## src/dnc_pkg.sv

```systemverilog
// DNC interface gate definitions
// Fixed-point word format, PLAN sigmoid constants and the Q7.8 union view

package dnc_pkg;

  ////////////////////////////////////////
  // Word format
  ////////////////////////////////////////

  // Raw gates are signed Q7.8 and results are unsigned Q8.8
  localparam int word_width = 16;
  localparam int frac_width = 8;

  // 1.0 in Q8.8
  localparam logic [word_width-1:0] gate_one = word_width'(1 << frac_width);

  ////////////////////////////////////////
  // PLAN approximation
  ////////////////////////////////////////

  // Segment offsets in Q8.8, 0.5 / 0.625 / 0.84375
  localparam logic [word_width-1:0] plan_half        = 16'd128;
  localparam logic [word_width-1:0] plan_seg1_offset = 16'd160;
  localparam logic [word_width-1:0] plan_seg2_offset = 16'd216;

  // Breakpoints on |x| in Q7.8, 5.0 / 2.375 / 1.0
  localparam logic [word_width-1:0] plan_x_sat  = 16'd1280;
  localparam logic [word_width-1:0] plan_x_seg2 = 16'd608;
  localparam logic [word_width-1:0] plan_x_seg1 = 16'd256;

  // One Q7.8 word, as a number or as its bit fields
  typedef union packed {
    logic signed [word_width-1:0] raw;
    struct packed {
      logic                             sign;
      logic [word_width-frac_width-2:0] int_part;
      logic [frac_width-1:0]            frac_part;
    } fields;
  } dnc_fixed_t;

endpackage

```

## src/dnc_scalar_logistic.sv

```systemverilog
// Scalar logistic unit
// Two-stage PLAN sigmoid, one signed Q7.8 operand per cycle in,
// unsigned Q8.8 result out two cycles later

module dnc_scalar_logistic (
  input  logic                             clk,
  input  logic                             rst_n,
  input  logic                             in_valid,
  input  logic [dnc_pkg::word_width-1:0]   x_in,
  output logic                             out_valid,
  output logic [dnc_pkg::word_width-1:0]   y_out
);

  // Segment codes
  localparam logic [1:0] seg_zero = 2'd0;
  localparam logic [1:0] seg_one  = 2'd1;
  localparam logic [1:0] seg_two  = 2'd2;
  localparam logic [1:0] seg_sat  = 2'd3;

  dnc_pkg::dnc_fixed_t x_u;

  logic                            x_min;
  logic [dnc_pkg::word_width-1:0]  mag;
  logic [1:0]                      seg;

  // Stage one registers
  logic                            s1_valid;
  logic                            s1_neg;
  logic [1:0]                      s1_seg;
  logic [dnc_pkg::word_width-1:0]  s1_mag;

  // Stage two combinational result
  logic [dnc_pkg::word_width-1:0]  pos;
  logic [dnc_pkg::word_width-1:0]  y_next;

  ////////////////////////////////////////
  // Stage one, magnitude and segment
  ////////////////////////////////////////

  assign x_u = x_in;

  // Most negative word has no positive twin
  assign x_min = x_u.fields.sign && (x_u.fields.int_part == '0) &&
                 (x_u.fields.frac_part == '0);

  always_comb begin
    if (x_min) begin
      mag = 16'h7fff;
    end else if (x_u.fields.sign) begin
      mag = -x_u.raw;
    end else begin
      mag = x_u.raw;
    end
  end

  // Pick the PLAN segment on |x|
  always_comb begin
    if (mag >= dnc_pkg::plan_x_sat) begin
      seg = seg_sat;
    end else if (mag >= dnc_pkg::plan_x_seg2) begin
      seg = seg_two;
    end else if (mag >= dnc_pkg::plan_x_seg1) begin
      seg = seg_one;
    end else begin
      seg = seg_zero;
    end
  end

  always_ff @(posedge clk or negedge rst_n) begin
    if (!rst_n) begin
      s1_valid <= 1'b0;
    end else begin
      s1_valid <= in_valid;
    end
  end

  // Payload only moves with a valid operand
  always_ff @(posedge clk) begin
    if (in_valid) begin
      s1_neg <= x_u.fields.sign;
      s1_seg <= seg;
      s1_mag <= mag;
    end
  end

  ////////////////////////////////////////
  // Stage two, shift and add
  ////////////////////////////////////////

  always_comb begin
    case (s1_seg)
      seg_sat: pos = dnc_pkg::gate_one;
      seg_two: pos = (s1_mag >> 5) + dnc_pkg::plan_seg2_offset;
      seg_one: pos = (s1_mag >> 3) + dnc_pkg::plan_seg1_offset;
      default: pos = (s1_mag >> 2) + dnc_pkg::plan_half;
    endcase
    // sigmoid(-x) = 1 - sigmoid(x)
    y_next = s1_neg ? (dnc_pkg::gate_one - pos) : pos;
  end

  always_ff @(posedge clk or negedge rst_n) begin
    if (!rst_n) begin
      out_valid <= 1'b0;
    end else begin
      out_valid <= s1_valid;
    end
  end

  always_ff @(posedge clk) begin
    if (s1_valid) begin
      y_out <= y_next;
    end
  end

  // Result stays inside [0, 1.0]
  a_y_in_range: assert property (
    @(posedge clk) disable iff (!rst_n)
    out_valid |-> (y_out <= dnc_pkg::gate_one)
  );

endmodule

```

## src/dnc_gate_bank.sv

```systemverilog
// Gate operand and result bank
// Captures all raw gate words on load, serves one operand per index
// and collects the sigmoid results one word per write

module dnc_gate_bank #(
  parameter int num_read_heads = 4
) (
  input  logic                                            clk,
  input  logic                                            rst_n,
  input  logic                                            load,
  input  logic [dnc_pkg::word_width-1:0]                  gw_in,
  input  logic [dnc_pkg::word_width-1:0]                  ga_in,
  input  logic [num_read_heads*dnc_pkg::word_width-1:0]   free_in,
  input  logic [$clog2(num_read_heads+2)-1:0]             rd_index,
  output logic [dnc_pkg::word_width-1:0]                  operand,
  input  logic                                            wr_en,
  input  logic [$clog2(num_read_heads+2)-1:0]             wr_index,
  input  logic [dnc_pkg::word_width-1:0]                  wr_data,
  output logic [dnc_pkg::word_width-1:0]                  gw_out,
  output logic [dnc_pkg::word_width-1:0]                  ga_out,
  output logic [num_read_heads*dnc_pkg::word_width-1:0]   free_out
);

  // Write gate, allocation gate, then one free gate per head
  localparam int num_gates = num_read_heads + 2;

  logic [dnc_pkg::word_width-1:0] raw_q [num_gates];
  logic [dnc_pkg::word_width-1:0] res_q [num_gates];

  ////////////////////////////////////////
  // Raw operands
  ////////////////////////////////////////

  always_ff @(posedge clk) begin
    if (load) begin
      raw_q[0] <= gw_in;
      raw_q[1] <= ga_in;
      for (int h = 0; h < num_read_heads; h++) begin
        raw_q[h+2] <= free_in[h*dnc_pkg::word_width +: dnc_pkg::word_width];
      end
    end
  end

  // Operand for the logistic unit
  assign operand = raw_q[rd_index];

  ////////////////////////////////////////
  // Results
  ////////////////////////////////////////

  always_ff @(posedge clk or negedge rst_n) begin
    if (!rst_n) begin
      for (int g = 0; g < num_gates; g++) begin
        res_q[g] <= '0;
      end
    end else if (wr_en) begin
      res_q[wr_index] <= wr_data;
    end
  end

  assign gw_out = res_q[0];
  assign ga_out = res_q[1];

  // Free gates packed with head 0 in the low word
  always_comb begin
    for (int h = 0; h < num_read_heads; h++) begin
      free_out[h*dnc_pkg::word_width +: dnc_pkg::word_width] = res_q[h+2];
    end
  end

  // Controller never writes past the last gate
  a_wr_index_range: assert property (
    @(posedge clk) disable iff (!rst_n)
    wr_en |-> (int'(wr_index) < num_gates)
  );

endmodule

```

## src/dnc_gate_control.sv

```systemverilog
// Gate sequencer
// Start/ready control, issues one operand per cycle to the logistic unit
// and counts the returning results into the bank

module dnc_gate_control #(
  parameter int num_read_heads = 4
) (
  input  logic                                 clk,
  input  logic                                 rst_n,
  input  logic                                 start,
  output logic                                 ready,
  output logic                                 done,
  output logic                                 load,
  output logic                                 issue_valid,
  output logic [$clog2(num_read_heads+2)-1:0]  rd_index,
  input  logic                                 out_valid,
  output logic                                 wr_en,
  output logic [$clog2(num_read_heads+2)-1:0]  wr_index
);

  localparam int idx_width = $clog2(num_read_heads + 2);

  // Index of the last free gate
  localparam logic [idx_width-1:0] last_index = idx_width'(num_read_heads + 1);

  // FSM states
  localparam logic [1:0] st_idle  = 2'd0;
  localparam logic [1:0] st_issue = 2'd1;
  localparam logic [1:0] st_drain = 2'd2;

  logic [1:0]           state_q;
  logic [idx_width-1:0] iss_cnt_q;
  logic [idx_width-1:0] wr_cnt_q;

  ////////////////////////////////////////
  // Strobes and indices
  ////////////////////////////////////////

  assign ready       = (state_q == st_idle);
  // Bank captures inputs on the accepted start edge
  assign load        = start && ready;
  assign issue_valid = (state_q == st_issue);
  assign rd_index    = iss_cnt_q;

  // Results only land while a run is active
  assign wr_en    = out_valid && !ready;
  assign wr_index = wr_cnt_q;

  // Last result written
  assign done = (state_q == st_drain) && out_valid && (wr_cnt_q == last_index);

  ////////////////////////////////////////
  // FSM and counters
  ////////////////////////////////////////

  always_ff @(posedge clk or negedge rst_n) begin
    if (!rst_n) begin
      state_q   <= st_idle;
      iss_cnt_q <= '0;
      wr_cnt_q  <= '0;
    end else begin
      case (state_q)
        st_idle: begin
          if (start) begin
            state_q   <= st_issue;
            iss_cnt_q <= '0;
            wr_cnt_q  <= '0;
          end
        end
        st_issue: begin
          // One operand per cycle, hold on the last one
          if (iss_cnt_q == last_index) begin
            state_q <= st_drain;
          end else begin
            iss_cnt_q <= iss_cnt_q + 1'b1;
          end
        end
        st_drain: begin
          // Wait for the pipeline to empty
          if (done) begin
            state_q <= st_idle;
          end
        end
        default: begin
          state_q <= st_idle;
        end
      endcase

      // Results may return while still issuing
      if (wr_en && !done) begin
        wr_cnt_q <= wr_cnt_q + 1'b1;
      end
    end
  end

  // Results only come back during a run
  a_no_result_when_ready: assert property (
    @(posedge clk) disable iff (!rst_n)
    out_valid |-> !ready
  );

endmodule

```

## src/dnc_interface_gates.sv

```systemverilog
// DNC interface vector gates
// Write, allocation and free gates through one shared PLAN sigmoid
// under a start/ready handshake

module dnc_interface_gates #(
  parameter int num_read_heads = 4
) (
  input  logic                                            clk,
  input  logic                                            rst_n,
  input  logic                                            start,
  output logic                                            ready,
  output logic                                            done,
  input  logic [dnc_pkg::word_width-1:0]                  gw_in,
  input  logic [dnc_pkg::word_width-1:0]                  ga_in,
  input  logic [num_read_heads*dnc_pkg::word_width-1:0]   free_in,
  output logic [dnc_pkg::word_width-1:0]                  gw_out,
  output logic [dnc_pkg::word_width-1:0]                  ga_out,
  output logic [num_read_heads*dnc_pkg::word_width-1:0]   free_out
);

  localparam int idx_width = $clog2(num_read_heads + 2);

  ////////////////////////////////////////
  // Internal wires
  ////////////////////////////////////////

  // Controller to bank
  logic                           load;
  logic [idx_width-1:0]           rd_index;
  logic                           wr_en;
  logic [idx_width-1:0]           wr_index;

  // Logistic datapath
  logic                           issue_valid;
  logic [dnc_pkg::word_width-1:0] operand;
  logic                           out_valid;
  logic [dnc_pkg::word_width-1:0] y_out;

  ////////////////////////////////////////
  // Instances
  ////////////////////////////////////////

  dnc_gate_control #(
    .num_read_heads (num_read_heads)
  ) u_control (
    .clk         (clk),
    .rst_n       (rst_n),
    .start       (start),
    .ready       (ready),
    .done        (done),
    .load        (load),
    .issue_valid (issue_valid),
    .rd_index    (rd_index),
    .out_valid   (out_valid),
    .wr_en       (wr_en),
    .wr_index    (wr_index)
  );

  dnc_gate_bank #(
    .num_read_heads (num_read_heads)
  ) u_bank (
    .clk      (clk),
    .rst_n    (rst_n),
    .load     (load),
    .gw_in    (gw_in),
    .ga_in    (ga_in),
    .free_in  (free_in),
    .rd_index (rd_index),
    .operand  (operand),
    .wr_en    (wr_en),
    .wr_index (wr_index),
    .wr_data  (y_out),
    .gw_out   (gw_out),
    .ga_out   (ga_out),
    .free_out (free_out)
  );

  // Shared sigmoid for every gate
  dnc_scalar_logistic u_logistic (
    .clk       (clk),
    .rst_n     (rst_n),
    .in_valid  (issue_valid),
    .x_in      (operand),
    .out_valid (out_valid),
    .y_out     (y_out)
  );

endmodule

```

## config.mk

```make
export PLATFORM = sky130hd
export DESIGN_NAME = dnc_interface_gates
export DESIGN_NICKNAME = d
export VERILOG_FILES = /design/src/dnc_pkg.sv /design/src/dnc_scalar_logistic.sv /design/src/dnc_gate_bank.sv /design/src/dnc_gate_control.sv /design/src/dnc_interface_gates.sv
export SDC_FILE = /design/constraint.sdc
export NUM_CORES = 1
export LEC_CHECK = 0
export ABC_AREA = 0
export BUFFER_PORTS_ARGS = -buffer_cell sky130_fd_sc_hd__buf_2
export CORE_ASPECT_RATIO = 0.7
export CORE_MARGIN = 3
export CORE_UTILIZATION = 62
export CTS_BUF_LIST = sky130_fd_sc_hd__clkbuf_4
export CTS_CLUSTER_DIAMETER = 200
export CTS_CLUSTER_SIZE = 8
export DETAILED_ROUTE_END_ITERATION = 8
export PLACE_DENSITY = 0.88
export SLEW_MARGIN = 40
export SYNTH_ARGS = -nofsm -noshare
export SYNTH_HDL_FRONTEND = slang
export SYNTH_SLANG_ARGS = --single-unit
export TNS_END_PERCENT = 1
```

## constraint.sdc

```tcl
create_clock -name clk -period 7.25 [get_ports clk]
set_input_delay 0.725 -clock clk [delete_from_list [all_inputs] [get_ports clk]]
set_output_delay 0.725 -clock clk [all_outputs]
set_load 0.01 [all_outputs]
```

==> impl_metrics.xml <==
<?xml version="1.0" encoding="UTF-8"?>
<metrics>
  <group name="power">
    <metric name="power.total" unit="mW">2.256</metric>
    <metric name="power.share.switching" unit="%">20.29</metric>
    <metric name="power_frac_clock" unit="%">35.9</metric>
    <metric name="seq_power_share" unit="%">62.3</metric>
    <metric name="power_density" unit="mW/mm^2">190.0</metric>
    <metric name="total_leakage_power" unit="nW">5.400</metric>
    <metric name="net-switching-power" unit="uW">457.9</metric>
    <metric name="p_comb_share" unit="%">1.7</metric>
    <metric name="p_int" unit="mW">1.798</metric>
    <metric name="irDropWorstVdd" unit="V">0.0001397</metric>
  </group>
  <group name="timing">
    <metric name="max_slew_margin" unit="%">48.95</metric>
    <metric name="post-route-min-period" unit="ns">4.053</metric>
    <metric name="period_utilisation_layout" unit="%">55.91</metric>
    <metric name="hold_violations" unit="">0</metric>
    <metric name="final_max_slew_viol_count" unit="">0</metric>
    <metric name="rsz0062_at_grt" unit="">false</metric>
    <metric name="timing.fmax" unit="GHz">0.2467</metric>
    <metric name="worstMarginPinSlew" unit="ns">0.7657</metric>
    <metric name="skew" unit="ns">0.03068</metric>
    <metric name="timing.setup.tns" unit="ns">0</metric>
    <metric name="finalSetupViolCount" unit="">0</metric>
  </group>
  <group name="synthesis">
    <metric name="async_flop_share" unit="%">45.11</metric>
    <metric name="synth_edf_count" unit="">129</metric>
    <metric name="sequential_to_total_area_share_from_yosys_stat" unit="%">63.91</metric>
    <metric name="syn-instance-count" unit="">697</metric>
    <metric name="number_of_distinct_library_cells_after_synthesis" unit="">61</metric>
    <metric name="synth_flop_cell" unit="">sky130_fd_sc_hd__edfxtp_1</metric>
    <metric name="cell_area_after_technology_mapping" unit="mm^2">0.01021</metric>
    <metric name="ys.warnings.count" unit="">0</metric>
    <metric name="ys_seq_elements" unit="">235</metric>
    <metric name="synth_nets" unit="">807</metric>
    <metric name="synth_top_cell_by_area" unit="">sky130_fd_sc_hd__edfxtp_1</metric>
    <metric name="most_common_cell_in_the_netlist" unit="">sky130_fd_sc_hd__edfxtp_1</metric>
    <metric name="synth.top_cells.by_count" unit="">129 x sky130_fd_sc_hd__edfxtp_1, 120 x sky130_fd_sc_hd__mux2_2, 106 x sky130_fd_sc_hd__dfrtp_1</metric>
    <metric name="synthesis.area_per_instance" unit="um^2">14.65</metric>
    <metric name="netlist.area_leader.share" unit="%">37.93</metric>
    <metric name="synth_top_cells_by_area" unit="">sky130_fd_sc_hd__edfxtp_1 38%, sky130_fd_sc_hd__dfrtp_1 26%, sky130_fd_sc_hd__mux2_2 13%</metric>
  </group>
  <group name="clock_network">
    <metric name="cts_root_buffer" unit="">sky130_fd_sc_hd__clkbuf_4</metric>
    <metric name="cts-buffers-inserted" unit="">35</metric>
    <metric name="post_cts_hold_buffer_count" unit="">0</metric>
    <metric name="cts.clk_slew.worst_paths" unit="ns">0.10</metric>
    <metric name="cts_tree" unit="">yes</metric>
    <metric name="cts_num_sinks" unit="">235</metric>
    <metric name="cts_resized" unit="">0</metric>
    <metric name="clk_path_buf_depth" unit="">3</metric>
    <metric name="cts_setup_buffers" unit="">0</metric>
    <metric name="cts.htree.levels" unit="">2</metric>
    <metric name="worstSkewPairLatency" unit="ns">0.61</metric>
  </group>
  <group name="route">
    <metric name="route.detailed.vias_per_inst" unit="">5.926</metric>
    <metric name="first_pass_iters" unit="">5</metric>
    <metric name="drtIter0Drc" unit="">586</metric>
    <metric name="drc" unit="">0</metric>
    <metric name="num_vias" unit="">6791</metric>
    <metric name="drt_wl_total" unit="um">21980</metric>
    <metric name="antenna_viol_nets_final" unit="">0</metric>
    <metric name="route.detailed.wl_per_inst" unit="um">19.18</metric>
  </group>
  <group name="die">
    <metric name="rows" unit="">38</metric>
    <metric name="num_io_pins" unit="">197</metric>
    <metric name="die_h" unit="um">113.4</metric>
    <metric name="dieArea" unit="mm^2">0.01807</metric>
    <metric name="core" unit="mm^2">0.01579</metric>
    <metric name="die_width" unit="um">159.4</metric>
    <metric name="initial_utilization" unit="%">64.70</metric>
  </group>
  <group name="layout">
    <metric name="post_route_cells_drive_above_1_share" unit="%">43.74</metric>
    <metric name="register_area" unit="mm^2">0.006526</metric>
    <metric name="design.final.nets" unit="">1016</metric>
    <metric name="synth_to_final_area_change" unit="%">16.31</metric>
    <metric name="multi_input_comb_area" unit="mm^2">0.003481</metric>
    <metric name="fillers" unit="">988</metric>
    <metric name="utilization" unit="%">75.25</metric>
    <metric name="antenna_cells_inserted" unit="">0</metric>
  </group>
  <group name="critical_path">
    <metric name="slowest_stage_cell_crit_path" unit="">sky130_fd_sc_hd__a2111oi_1</metric>
    <metric name="critical-path-max-stage-delay" unit="ns">0.73</metric>
    <metric name="crit_path_frequent_cell" unit="">sky130_fd_sc_hd__inv_1</metric>
    <metric name="critPathCaptureType" unit="">flop</metric>
    <metric name="worstPathCellList" unit="">buf_4 -&gt; mux2_2 -&gt; mux4_2 -&gt; inv_1 -&gt; ha_1 -&gt; inv_1 -&gt; nor3_2 -&gt; nand4_1 -&gt; a21oi_1 -&gt; o21ai_0 -&gt; a2111oi_1 -&gt; nand3_1</metric>
    <metric name="path_max_fanout" unit="">38</metric>
    <metric name="cp.arrival" unit="ns">4.39</metric>
    <metric name="timing.critical_path.max_delay_family" unit="">compound AO/OA/AOI/OAI gates</metric>
    <metric name="worstReg2RegStart" unit="">u_control.rd_index[1]$_DFFE_PN0P_</metric>
    <metric name="setup.worst_path.start_class" unit="">flop</metric>
    <metric name="cp.required" unit="ns">7.59</metric>
    <metric name="class_of_the_most_critical_setup_path" unit="">reg -&gt; reg</metric>
    <metric name="crit_buf_inv" unit="">3</metric>
    <metric name="critPathLaunch" unit="">u_control.rd_index[1]$_DFFE_PN0P_</metric>
  </group>
  <group name="grt">
    <metric name="grt_start_max_net_pins" unit="">82</metric>
    <metric name="first_global_vias" unit="">6863</metric>
    <metric name="globalRouteOverflowTotal" unit="">0</metric>
    <metric name="grt_usage" unit="%">24.39</metric>
    <metric name="grt_antenna_before_repair" unit="">0</metric>
    <metric name="grt_first_pass_wirelength" unit="um">35290</metric>
  </group>
  <group name="job">
    <metric name="maxCapViolations" unit="">0</metric>
  </group>
  <group name="placement">
    <metric name="post-dp-hpwl" unit="um">15280</metric>
    <metric name="gpl.final_weighted_congestion" unit="">0.8855</metric>
    <metric name="buffer_ports.inserted" unit="">196</metric>
  </group>
  <group name="hold_path">
    <metric name="worst_hold_path_type" unit="">in -&gt; async</metric>
  </group>
  <group name="outcome">
    <metric name="status" unit="">complete, no violations</metric>
  </group>
</metrics>
power groups by stage:
stage          combinational [mW]  clock [mW]  sequential [mW]
2_1_floorplan          0.00000530           0             1.44
3_3_place_gp               0.0384           0             1.44
3_5_place_dp               0.0393           0             1.44
4_1_cts                    0.0397       0.832             1.41
5_1_grt                    0.0445       0.902             1.41
6_report                   0.0392       0.811             1.41
per-layer routing:
layer	wire length (um)	global-route usage, %	up-vias
met4	482	8.047	0
met1	9526	35.43	3345
met3	1942	5.880	58
li1	-	-	3039
met5	0	0	-
met2	10030	37.09	349
flip-flops by register name, indices dropped and copies added, names as in the netlist:
name                  flops
u_bank.gw_out            16
u_logistic.s1_seg         2
u_control.rd_index        3
u_logistic.out_valid      1
u_bank.free_out          64
u_bank.raw_q             96
u_logistic.s1_neg         1
u_control.wr_index        3
u_logistic.s1_mag        14
u_bank.ga_out            16
u_control.state_q         2
u_logistic.y_out         16
u_logistic.s1_valid       1
cells in the final DEF (no fill, tap or decap), types with 7 or more instances in the layout:
cell / instances
sky130_fd_sc_hd__clkbuf_4: 54
sky130_fd_sc_hd__ha_1: 11
sky130_fd_sc_hd__mux2_2: 120
sky130_fd_sc_hd__buf_2: 195
sky130_fd_sc_hd__nand3_1: 9
sky130_fd_sc_hd__nand2_1: 31
sky130_fd_sc_hd__nor2b_1: 9
sky130_fd_sc_hd__nor3_1: 11
sky130_fd_sc_hd__inv_1: 21
sky130_fd_sc_hd__a211oi_1: 9
sky130_fd_sc_hd__dfrtp_1: 106
sky130_fd_sc_hd__mux4_2: 10
sky130_fd_sc_hd__edfxtp_1: 129
sky130_fd_sc_hd__o21ai_0: 27
sky130_fd_sc_hd__xnor2_1: 22
sky130_fd_sc_hd__xor2_1: 7
sky130_fd_sc_hd__a21oi_1: 19
sky130_fd_sc_hd__nor2_1: 24
sky130_fd_sc_hd__buf_4: 7
sky130_fd_sc_hd__mux2i_1: 18
sky130_fd_sc_hd__o31ai_1: 8
worst reg2reg max path, delay by kind of cell, from the launching register on:
kind            cells  cell delay [ns]
flops               1             0.33
fa+ha+maj           1             0.18
buf+inv             3             0.56
simple gates        3             0.77
mux                 2             0.93
compound gates      3             1.01
worst paths after layout:
check	cells past startpoint	end	slack, ns
max in group asynchronous	2	u_bank.free_out[12]$_DFFE_PN0P_	6.18
min reg2reg	1	u_bank.free_out[22]$_DFFE_PN0P_	0.51
min	1	u_bank.gw_out[4]$_DFFE_PN0P_	0.11
max	12	u_logistic.s1_seg[0]$_SDFFCE_PP1P_	3.20
max reg2reg	12	u_logistic.s1_seg[0]$_SDFFCE_PP1P_	3.20
min in group clk	1	u_bank.raw_q[0][15]$_DFFE_PP_	0.29
area by class of cell:
class	instances	share of cell area [%]
Sequential cell	235	54.95
Multi-Input combinational cell	407	29.31
Timing Repair Buffer	205	8.975
Clock buffer	54	3.413
Tap cell	220	2.318
Inverter	22	0.6953
Clock inverter	3	0.3476
logic make-up (layout without fill, tap and decap cells):
family                     count (synthesis)  in the layout  synth area share, %
DFF                                      235            235                63.91
muxes                                    152            152                17.70
and+or+nand+nor                          120            120                6.261
AOI/OAI and AO/OA                         95             95                6.003
buffers and inverters                     55            284                2.291
xor gates and xnor gates                  29             29                2.487
adders and majority gates                 11             11                1.348
stage by stage:
stage | setup WS, ns | instance area [um^2] | hold WS [ns] | std cells
3_3_place_gp | 3.469 | 11390 | 0.4826 | 1087
3_5_place_dp | 3.086 | 11420 | 0.4871 | 1089
5_1_grt | 3.003 | 11880 | 0.1202 | 1146
6_report | 3.197 | 11880 | 0.1071 | 1146
4_1_cts | 3.101 | 11870 | 0.09450 | 1146
2_1_floorplan | 2.719 | 10210 | 0.4294 | 697
No activity file was read; power rests on OpenSTA's default activity.
